<file path="src/glbPkg.sv">
// Sizes, index types and bank request structs shared by the global buffer
// Every module of the buffer pulls these in by a wildcard import
`default_nettype none

package glbPkg;

    // ==================================================================
    // Sizes
    // ==================================================================
    localparam int NumBank      = 4;
    localparam int BankWords    = 16;
    localparam int WordWidth    = 32;
    localparam int NumRdPort    = 2;
    localparam int TotalWords   = NumBank * BankWords;

    // Derived index widths
    localparam int BankIdxWidth = $clog2(NumBank);
    localparam int RowWidth     = $clog2(BankWords);
    localparam int AddrWidth    = BankIdxWidth + RowWidth;
    // One extra bit so a count can reach TotalWords
    localparam int CountWidth   = AddrWidth + 1;
    localparam int PortIdxWidth = $clog2(NumRdPort);

    // ==================================================================
    // Scalar types
    // ==================================================================
    typedef logic [WordWidth-1:0]    word_t;
    typedef logic [BankIdxWidth-1:0] bankIdx_t;
    typedef logic [RowWidth-1:0]     rowIdx_t;
    typedef logic [AddrWidth-1:0]    addr_t;
    typedef logic [CountWidth-1:0]   count_t;
    typedef logic [PortIdxWidth-1:0] portIdx_t;

    // Owning read port of each bank, indexed by bank
    typedef portIdx_t [NumBank-1:0] bankMap_t;

    // ==================================================================
    // Bank requests
    // ==================================================================

    // Write request, broadcast to all banks
    typedef struct packed {
        logic     en;
        bankIdx_t bank;
        rowIdx_t  row;
        word_t    data;
    } bankWrReq_t;

    // Read request, one per bank
    typedef struct packed {
        logic    en;
        rowIdx_t row;
    } bankRdReq_t;

endpackage

`default_nettype wire

</file>
<file path="src/glbBank.sv">
// One SRAM bank of the global buffer
// Takes the broadcast write request and its own read request; the read
// word appears one cycle after the request and holds until the next read
`timescale 1ns/1ps
`default_nettype none

module glbBank import glbPkg::*; (
    input  wire             clk,
    input  wire             rst_n,
    input  wire bankIdx_t   bankId,
    input  wire bankWrReq_t wrReq,
    input  wire bankRdReq_t rdReq,
    output word_t           rdData
);

    word_t mem [BankWords];
    logic  wrHit;

    // ==================================================================
    // Write side
    // ==================================================================

    // Only the bank named in the broadcast takes the word
    assign wrHit = wrReq.en && (wrReq.bank == bankId);

    always_ff @(posedge clk) begin
        if (wrHit) begin
            mem[wrReq.row] <= wrReq.data;
        end
    end

    // ==================================================================
    // Read side
    // ==================================================================

    // Registered output, held while no read is requested
    always_ff @(posedge clk or negedge rst_n) begin
        if (!rst_n) begin
            rdData <= '0;
        end else if (rdReq.en) begin
            rdData <= mem[rdReq.row];
        end
    end

    // Same row read and written in one cycle returns the old word.
    // The read-after-write guard upstream keeps that from happening
    assert property (@(posedge clk) disable iff (!rst_n)
        !(wrHit && rdReq.en && (wrReq.row == rdReq.row)));

endmodule

`default_nettype wire

</file>
<file path="src/glbBankMapDecoder.sv">
// Configuration decoder of the global buffer
// Loads the bank-to-port map on the configuration strobe and derives, per
// read port, the number of owned banks and the rank-to-bank table
`timescale 1ns/1ps
`default_nettype none

module glbBankMapDecoder import glbPkg::*; (
    input  wire           clk,
    input  wire           rst_n,
    input  wire           cfgVld,
    input  wire bankMap_t cfgBankMap,
    output bankMap_t      bankOwner,
    output count_t        portBankCount [NumRdPort],
    output bankIdx_t      rankBank [NumRdPort][NumBank]
);

    // ==================================================================
    // Map register
    // ==================================================================

    // All zeros after reset, so port 0 owns every bank
    always_ff @(posedge clk or negedge rst_n) begin
        if (!rst_n) begin
            bankOwner <= '0;
        end else if (cfgVld) begin
            bankOwner <= cfgBankMap;
        end
    end

    // ==================================================================
    // Relative index decode
    // ==================================================================

    // Banks are scanned in index order, so the running count of a port is
    // the rank of the next bank it owns
    always_comb begin
        portIdx_t owner;
        for (int p = 0; p < NumRdPort; p++) begin
            portBankCount[p] = '0;
            for (int k = 0; k < NumBank; k++) begin
                rankBank[p][k] = '0;
            end
        end
        for (int b = 0; b < NumBank; b++) begin
            owner = bankOwner[b];
            rankBank[owner][portBankCount[owner][BankIdxWidth-1:0]] = bankIdx_t'(b);
            portBankCount[owner] = portBankCount[owner] + 1'b1;
        end
    end

    // Each used rank must land on a bank of the same port
    for (genvar p = 0; p < NumRdPort; p++) begin : genRankChk
        for (genvar k = 0; k < NumBank; k++) begin : genRank
            assert property (@(posedge clk) disable iff (!rst_n)
                (count_t'(k) < portBankCount[p])
                |-> (bankOwner[rankBank[p][k]] == portIdx_t'(p)));
        end
    end

endmodule

`default_nettype wire

</file>
<file path="src/glbReadPorts.sv">
// Read ports of the global buffer
// Each port walks its owned banks in rank order, holds back reads of words
// not yet written, and returns one word per request a cycle later
`timescale 1ns/1ps
`default_nettype none

module glbReadPorts import glbPkg::*; (
    input  wire                 clk,
    input  wire                 rst_n,
    input  wire                 cfgVld,
    input  wire bankMap_t       bankOwner,
    input  wire count_t         portBankCount [NumRdPort],
    input  wire bankIdx_t       rankBank [NumRdPort][NumBank],
    input  wire count_t         wrCount,
    input  wire [NumRdPort-1:0] rdRdy,
    input  wire word_t          bankRdData [NumBank],
    output bankRdReq_t          bankRdReq [NumBank],
    output logic [NumRdPort-1:0] rdVld,
    output word_t               rdDat [NumRdPort],
    output logic [NumRdPort-1:0] rdDone
);

    count_t   rdCnt     [NumRdPort];
    count_t   portTotal [NumRdPort];
    bankIdx_t tgtBank   [NumRdPort];
    rowIdx_t  tgtRow    [NumRdPort];
    addr_t    tgtAddr   [NumRdPort];
    bankIdx_t lastBank  [NumRdPort];

    logic [NumRdPort-1:0] slotFree;
    logic [NumRdPort-1:0] wordsLeft;
    logic [NumRdPort-1:0] rawOk;
    logic [NumRdPort-1:0] issue;

    // Which ports hit each bank this cycle
    logic [NumRdPort-1:0] bankHit [NumBank];

    // ==================================================================
    // Issue decision
    // ==================================================================
    always_comb begin
        for (int p = 0; p < NumRdPort; p++) begin
            portTotal[p] = portBankCount[p] << RowWidth;
            // Count splits into rank and row
            tgtBank[p]   = rankBank[p][rdCnt[p][AddrWidth-1:RowWidth]];
            tgtRow[p]    = rdCnt[p][RowWidth-1:0];
            tgtAddr[p]   = {tgtBank[p], tgtRow[p]};

            slotFree[p]  = !rdVld[p] || rdRdy[p];
            wordsLeft[p] = rdCnt[p] < portTotal[p];
            // Read-after-write guard against the registered write count
            rawOk[p]     = count_t'(tgtAddr[p]) < wrCount;
            // Nothing is issued in the reconfiguration cycle
            issue[p]     = !cfgVld && slotFree[p] && wordsLeft[p] && rawOk[p];
        end
    end

    // ==================================================================
    // Bank read requests
    // ==================================================================
    always_comb begin
        for (int b = 0; b < NumBank; b++) begin
            bankRdReq[b] = '0;
            bankHit[b]   = '0;
        end
        for (int p = 0; p < NumRdPort; p++) begin
            if (issue[p]) begin
                bankRdReq[tgtBank[p]].en  = 1'b1;
                bankRdReq[tgtBank[p]].row = tgtRow[p];
                bankHit[tgtBank[p]][p]    = 1'b1;
            end
        end
    end

    // ==================================================================
    // Counters and output valid
    // ==================================================================

    // Reconfiguration abandons any word still in flight
    always_ff @(posedge clk or negedge rst_n) begin
        if (!rst_n) begin
            rdVld <= '0;
            for (int p = 0; p < NumRdPort; p++) begin
                rdCnt[p]    <= '0;
                lastBank[p] <= '0;
            end
        end else begin
            for (int p = 0; p < NumRdPort; p++) begin
                if (cfgVld) begin
                    rdCnt[p] <= '0;
                    rdVld[p] <= 1'b0;
                end else begin
                    if (issue[p]) begin
                        rdCnt[p]    <= rdCnt[p] + 1'b1;
                        lastBank[p] <= tgtBank[p];
                    end
                    if (slotFree[p]) begin
                        rdVld[p] <= issue[p];
                    end
                end
            end
        end
    end

    // Bank output holds while stalled, so the routed word does too
    always_comb begin
        for (int p = 0; p < NumRdPort; p++) begin
            rdDat[p]  = bankRdData[lastBank[p]];
            rdDone[p] = (rdCnt[p] == portTotal[p]) && !rdVld[p];
        end
    end

    // A bank is read by at most one port, and only by its owner
    for (genvar b = 0; b < NumBank; b++) begin : genBankChk
        assert property (@(posedge clk) disable iff (!rst_n)
            $onehot0(bankHit[b]));
        assert property (@(posedge clk) disable iff (!rst_n)
            (bankHit[b] != '0) |-> bankHit[b][bankOwner[b]]);
    end

endmodule

`default_nettype wire

</file>
<file path="src/glbTop.sv">
// Top level of the banked global buffer
// One linear write stream fills four banks; two read ports stream back the
// banks assigned to them by the configuration map
`timescale 1ns/1ps
`default_nettype none

module glbTop import glbPkg::*; (
    input  wire                  clk,
    input  wire                  rst_n,
    // Configuration
    input  wire                  cfgVld,
    input  wire bankMap_t        cfgBankMap,
    // Write stream
    input  wire                  wrVld,
    input  wire word_t           wrDat,
    output logic                 wrRdy,
    output logic                 wrFull,
    // Read streams
    output logic [NumRdPort-1:0] rdVld,
    input  wire [NumRdPort-1:0]  rdRdy,
    output word_t                rdDat [NumRdPort],
    output logic [NumRdPort-1:0] rdDone
);

    bankMap_t   bankOwner;
    count_t     portBankCount [NumRdPort];
    bankIdx_t   rankBank [NumRdPort][NumBank];
    count_t     wrCount;
    bankWrReq_t wrReq;
    bankRdReq_t bankRdReq [NumBank];
    word_t      bankRdData [NumBank];

    // ==================================================================
    // Configuration and write side
    // ==================================================================
    glbBankMapDecoder glbBankMapDecoder_inst (
        .clk           (clk),
        .rst_n         (rst_n),
        .cfgVld        (cfgVld),
        .cfgBankMap    (cfgBankMap),
        .bankOwner     (bankOwner),
        .portBankCount (portBankCount),
        .rankBank      (rankBank)
    );

    glbWritePort glbWritePort_inst (
        .clk     (clk),
        .rst_n   (rst_n),
        .cfgVld  (cfgVld),
        .wrVld   (wrVld),
        .wrDat   (wrDat),
        .wrRdy   (wrRdy),
        .wrFull  (wrFull),
        .wrCount (wrCount),
        .wrReq   (wrReq)
    );

    // ==================================================================
    // Bank array
    // ==================================================================
    for (genvar b = 0; b < NumBank; b++) begin : genBank
        glbBank glbBank_inst (
            .clk    (clk),
            .rst_n  (rst_n),
            .bankId (bankIdx_t'(b)),
            .wrReq  (wrReq),
            .rdReq  (bankRdReq[b]),
            .rdData (bankRdData[b])
        );
    end

    // ==================================================================
    // Read side
    // ==================================================================
    glbReadPorts glbReadPorts_inst (
        .clk           (clk),
        .rst_n         (rst_n),
        .cfgVld        (cfgVld),
        .bankOwner     (bankOwner),
        .portBankCount (portBankCount),
        .rankBank      (rankBank),
        .wrCount       (wrCount),
        .rdRdy         (rdRdy),
        .bankRdData    (bankRdData),
        .bankRdReq     (bankRdReq),
        .rdVld         (rdVld),
        .rdDat         (rdDat),
        .rdDone        (rdDone)
    );

endmodule

`default_nettype wire

</file>
<file path="src/glbWritePort.sv">
// Write port of the global buffer
// Fills the banks in linear order from a single stream and broadcasts
// the bank write request; the count restarts on every configuration
`timescale 1ns/1ps
`default_nettype none

module glbWritePort import glbPkg::*; (
    input  wire        clk,
    input  wire        rst_n,
    input  wire        cfgVld,
    input  wire        wrVld,
    input  wire word_t wrDat,
    output logic       wrRdy,
    output logic       wrFull,
    output count_t     wrCount,
    output bankWrReq_t wrReq
);

    logic  wrAcc;
    addr_t wrAddr;

    // ==================================================================
    // Flow control
    // ==================================================================
    assign wrFull = (wrCount == count_t'(TotalWords));
    assign wrRdy  = ~wrFull;
    assign wrAcc  = wrVld & wrRdy;

    // Count below full always fits the address width
    assign wrAddr = wrCount[AddrWidth-1:0];

    // ==================================================================
    // Broadcast request
    // ==================================================================

    // Upper address bits pick the bank, lower bits the row
    always_comb begin
        wrReq.en   = wrAcc;
        wrReq.bank = wrAddr[AddrWidth-1:RowWidth];
        wrReq.row  = wrAddr[RowWidth-1:0];
        wrReq.data = wrDat;
    end

    // ==================================================================
    // Linear write counter
    // ==================================================================
    always_ff @(posedge clk or negedge rst_n) begin
        if (!rst_n) begin
            wrCount <= '0;
        end else if (cfgVld) begin
            wrCount <= '0;
        end else if (wrAcc) begin
            wrCount <= wrCount + 1'b1;
        end
    end

    // Counter saturates at a full buffer until the next configuration
    assert property (@(posedge clk) disable iff (!rst_n)
        wrCount <= count_t'(TotalWords));

endmodule

`default_nettype wire
</file>
<file path="config.mk">
export PLATFORM = sky130hd
export DESIGN_NAME = glbTop
export DESIGN_NICKNAME = d
export VERILOG_FILES = /design/src/glbPkg.sv /design/src/glbBank.sv /design/src/glbBankMapDecoder.sv /design/src/glbReadPorts.sv /design/src/glbTop.sv /design/src/glbWritePort.sv
export SDC_FILE = /design/constraint.sdc
export NUM_CORES = 2
export LEC_CHECK = 0
export ABC_AREA = 1
export BUFFER_PORTS_ARGS = -buffer_cell sky130_fd_sc_hd__buf_2
export CORE_MARGIN = 1
export CORE_UTILIZATION = 43
export DETAILED_ROUTE_END_ITERATION = 8
export PLACE_DENSITY = 0.68
export SLEW_MARGIN = 20
export SYNTH_ARGS = -nofsm -noshare
export SYNTH_HDL_FRONTEND = slang
export SYNTH_SLANG_ARGS = --single-unit
</file>
<file path="constraint.sdc">
create_clock -name clk -period 6.9 [get_ports clk]
set_input_delay 1.38 -clock clk [delete_from_list [all_inputs] [get_ports clk]]
set_output_delay 1.38 -clock clk [all_outputs]
set_load 0.01 [all_outputs]
</file>
==> load_flow_metrics.sql <==
INSERT INTO impl_metrics (metric_group, metric, value, unit) VALUES
('logic_synthesis', 'post_synth_num_cell_types', '35', ''),
('worst_hold_path', 'hold-path-cell-count', '2', ''),
('logic_synthesis', 'synth-warning-count', '0', ''),
('floorplan', 'die-height', '479', 'um'),
('timing', 'max_clock_freq', '159', 'MHz'),
('placed_design', 'dp.final_hpwl', '159000', 'um'),
('clock_tree', 'cts.path.max_buffers', '3', ''),
('grt', 'grt_first_pass_wirelength', '436000', 'um'),
('logic_synthesis', 'post_synth_and_or_nand_nor_area_fraction', '22.9', '%'),
('floorplan', 'die_area', '0.229', 'sq mm'),
('timing', 'timing.max_slew.rel_slack', '12.6', '%'),
('clock_tree', 'ctsHoldBuffers', '0', ''),
('route', 'dr.first_iter.drc_count', '9276', ''),
('finish', 'layout-area-overhead-vs-synth', '11.7', '%'),
('worst_setup_path', 'rr_startpoint', 'glbBankMapDecoder_inst.bankOwner[0]', ''),
('placed_design', 'io_buffer_count', '111', ''),
('clock_tree', 'cts.root.buffer_cell', 'sky130_fd_sc_hd__clkbuf_16', ''),
('logic_synthesis', 'synthesis.area', '0.0977', 'sq mm'),
('timing', 'fin_skew', '0.0508', 'ns'),
('logic_synthesis', 'synth_top_family_by_area', 'simple AND/OR/NAND/NOR gates', ''),
('finish', 'multi_input_comb_area', '0.0254', 'sq mm'),
('clock_tree', 'post_cts_resized', '0', ''),
('logic_synthesis', 'synth_cells', '9358', ''),
('grt', 'grt_resource_usage_total', '25.4', '%'),
('run', 'cap_violations', '0', ''),
('timing', 'finalWorstPathRequiredPeriod', '6.28', 'ns'),
('worst_setup_path', 'worst-path-buf-inv', '8', ''),
('route', 'viasPerCell', '5.60', ''),
('worst_setup_path', 'critical-path-max-stage-delay', '0.74', 'ns'),
('timing', 'setup_violations', '0', ''),
('finish', 'finalInstanceArea', '0.109', 'sq mm'),
('clock_tree', 'cts_tree', 'done', ''),
('grt', 'grt_pass1_vias', '66767', ''),
('logic_synthesis', 'ys_seq_elements', '2207', ''),
('grt', 'grt_antenna_before_repair', '8', ''),
('clock_tree', 'cts-htree-levels', '4', ''),
('logic_synthesis', 'synth.avg_cell_area', '10.4', 'sq um'),
('timing', 'finalCritPeriodShare', '91.1', '%'),
('power', 'leakagePower', '0.0437', 'uW'),
('worst_setup_path', 'cp.arrival', '7.06', 'ns'),
('worst_setup_path', 'timing.critical_path.to_type', 'register', ''),
('route', 'detail_route.drc_violations', '0', ''),
('timing', 'transition_at_the_pin_with_the_smallest_max_transition_slack', '1.31', 'ns'),
('clock_tree', 'clkSlewWorstSetupHoldPaths', '0.06', 'ns'),
('worst_setup_path', 'setup.reg_to_reg.worst_slack', '0.62', 'ns'),
('clock_tree', 'clkLatencyLatePin', '0.87', 'ns'),
('worst_setup_path', 'cpMostUsedCell', 'sky130_fd_sc_hd__nand2_1', ''),
('finish', 'sequential_cell_area', '0.0655', 'sq mm'),
('run_status', 'outcome', 'finished, final reports clean', ''),
('worst_setup_path', 'worst_r2r_path_depth', '33', ''),
('worst_hold_path', 'hold_path_class', 'register to register', ''),
('logic_synthesis', 'synth-seq-area-share', '67.0', '%'),
('finish', 'num-nets-final', '9391', ''),
('power', 'irDropWorstVdd', '0.239', 'mV'),
('logic_synthesis', 'synthAdderAreaFrac', '0.474', '%'),
('finish', 'fill_cells', '19761', ''),
('route', 'num_vias', '69989', ''),
('floorplan', 'core_area', '0.225', 'sq mm'),
('floorplan', 'std_cell_rows', '174', ''),
('finish', 'layout.core_utilization', '48.4', '%'),
('floorplan', 'dieWidth', '479', 'um'),
('logic_synthesis', 'net_count_after_synthesis', '9437', ''),
('grt', 'grt_overflow', '0', ''),
('placed_design', 'gpl.final_weighted_congestion', '0.897', ''),
('worst_setup_path', 'worstSetupEndpoint', 'genBank[0].glbBank_inst.rdData[20]', ''),
('clock_tree', 'tritoncts.num_buffers', '219', ''),
('worst_setup_path', 'cpLargestDelayFamily', 'simple AND/OR/NAND/NOR gates', ''),
('logic_synthesis', 'synth-edff-count', '2048', ''),
('worst_setup_path', 'crit_path_start', 'glbBankMapDecoder_inst.bankOwner[0]', ''),
('route', 'firstDrtPassIters', '8', ''),
('placed_design', 'place_area', '0.102', 'sq mm');
## cell usage in the layout, fill, tap and decap left out, types with 8 or more instances in the layout
| cell type | instances |
|---|---|
| sky130_fd_sc_hd__nand2_1 | 2244 |
| sky130_fd_sc_hd__nand3_1 | 2089 |
| sky130_fd_sc_hd__edfxtp_1 | 2048 |
| sky130_fd_sc_hd__inv_1 | 1274 |
| sky130_fd_sc_hd__nand3b_1 | 323 |
| sky130_fd_sc_hd__clkbuf_16 | 220 |
| sky130_fd_sc_hd__o21ai_0 | 192 |
| sky130_fd_sc_hd__dfrtp_1 | 157 |
| sky130_fd_sc_hd__buf_4 | 155 |
| sky130_fd_sc_hd__nor2_1 | 153 |
| sky130_fd_sc_hd__buf_2 | 110 |
| sky130_fd_sc_hd__clkbuf_1 | 68 |
| sky130_fd_sc_hd__o22ai_1 | 64 |
| sky130_fd_sc_hd__nor2_4 | 64 |
| sky130_fd_sc_hd__clkinv_2 | 41 |
| sky130_fd_sc_hd__buf_12 | 38 |
| sky130_fd_sc_hd__ha_1 | 37 |
| sky130_fd_sc_hd__clkinv_1 | 34 |
| sky130_fd_sc_hd__o211ai_1 | 31 |
| sky130_fd_sc_hd__a21oi_1 | 22 |
| sky130_fd_sc_hd__clkbuf_8 | 18 |
| sky130_fd_sc_hd__inv_2 | 17 |
| sky130_fd_sc_hd__bufinv_16 | 12 |
| sky130_fd_sc_hd__diode_2 | 10 |
| sky130_fd_sc_hd__nor3_1 | 9 |
| sky130_fd_sc_hd__nand2_8 | 9 |
| sky130_fd_sc_hd__nand2_4 | 8 |
## metal layers
layer	global-route usage, %	wire [um]	part of all wire, %
met1	33.6	113000	38
met2	40.3	136000	46
met3	4.74	30800	10
met4	12.5	15600	5.3
met5	0	0	0
## worst register-to-register path, delay by kind of cell (launching register included)
family	cells	cell delay [ns]
simple gates	16	2.34
buf+inv	8	1.56
compound gates	5	0.99
fa+ha+maj	4	0.93
flops	1	0.40
## worst min path at each step
stage | end | start
after global placement | genBank[2].glbBank_inst.rdData[31] | genBank[2].glbBank_inst.rdData[31]
after CTS | genBank[2].glbBank_inst.rdData[31] | genBank[2].glbBank_inst.rdData[31]
after floorplan | genBank[2].glbBank_inst.rdData[31] | genBank[2].glbBank_inst.rdData[31]
after global routing | genBank[2].glbBank_inst.rdData[31] | genBank[2].glbBank_inst.rdData[31]
after detailed placement | genBank[2].glbBank_inst.rdData[31] | genBank[2].glbBank_inst.rdData[31]
final | genBank[2].glbBank_inst.rdData[31] | genBank[2].glbBank_inst.rdData[31]
## power by group
part,total [uW],switching [uW],internal (uW)
clock,11700,5140,6530
combinational,4480,3220,1260
sequential,16000,969,15000
## cell type report
type,instances,area share [%]
clock inverter,102,0.897
tap,2992,3.43
antenna,10,0.0229
clock buffer,306,5.51
multi-input combinational,5279,23.3
timing repair buffer,308,2.38
sequential,2207,60.0
inverter,1297,4.47
## metrics by stage
stage / instances / hold slack (ns) / setup WS (ns)
after global routing: 12492 / 0.525 / 0.0925
final: 12501 / 0.508 / 0.616
after detailed placement: 12080 / 0.487 / 0.777
after floorplan: 9358 / 0.460 / 2.42
after CTS: 12488 / 0.507 / 0.779
after global placement: 12074 / 0.495 / 0.738
## synth_stat cells (all sizes together), types with 2 or more instances
library cell / number / area, sq um
nand2: 2262 / 8520
nand3: 2093 / 10500
edfxtp: 2048 / 61500
inv: 1297 / 4870
buf: 356 / 1830
nand3b: 323 / 2420
nor2: 221 / 840
clkbuf: 219 / 822
o21ai: 197 / 990
dfrtp: 159 / 3980
o22ai: 64 / 400
ha: 37 / 463
o211ai: 31 / 233
a21oi: 22 / 110
nor3: 9 / 45.0
nand4: 5 / 37.5
xnor2: 5 / 43.8
a31oi: 2 / 12.5
and3: 2 / 12.5
nor4: 2 / 12.5
o31ai: 2 / 15.0
## sequential cells by signal (all words and copies together), names as in the netlist
name and cells:
glbReadPorts_inst.lastBank 4, glbReadPorts_inst.rdCnt 14, glbWritePort_inst.wrCount 7, genBank.glbBank_inst.mem 2048
glbBankMapDecoder_inst.bankOwner 4, glbReadPorts_inst.rdVld 2, genBank.glbBank_inst.rdData 128
## cells by family (layout without fill, tap and decap cells)
| family | Yosys count | in the layout |
|---|---|---|
| AOI/OAI and AO/OA | 320 | 320 |
| xor gates and xnor gates | 5 | 5 |
| adders and majority gates | 37 | 37 |
| buffers and inverters | 1872 | 2013 |
| DFF | 2207 | 2207 |
| other | 0 | 10 |
| and+or+nand+nor | 4917 | 4917 |
Power figures use the tool's default switching activity.
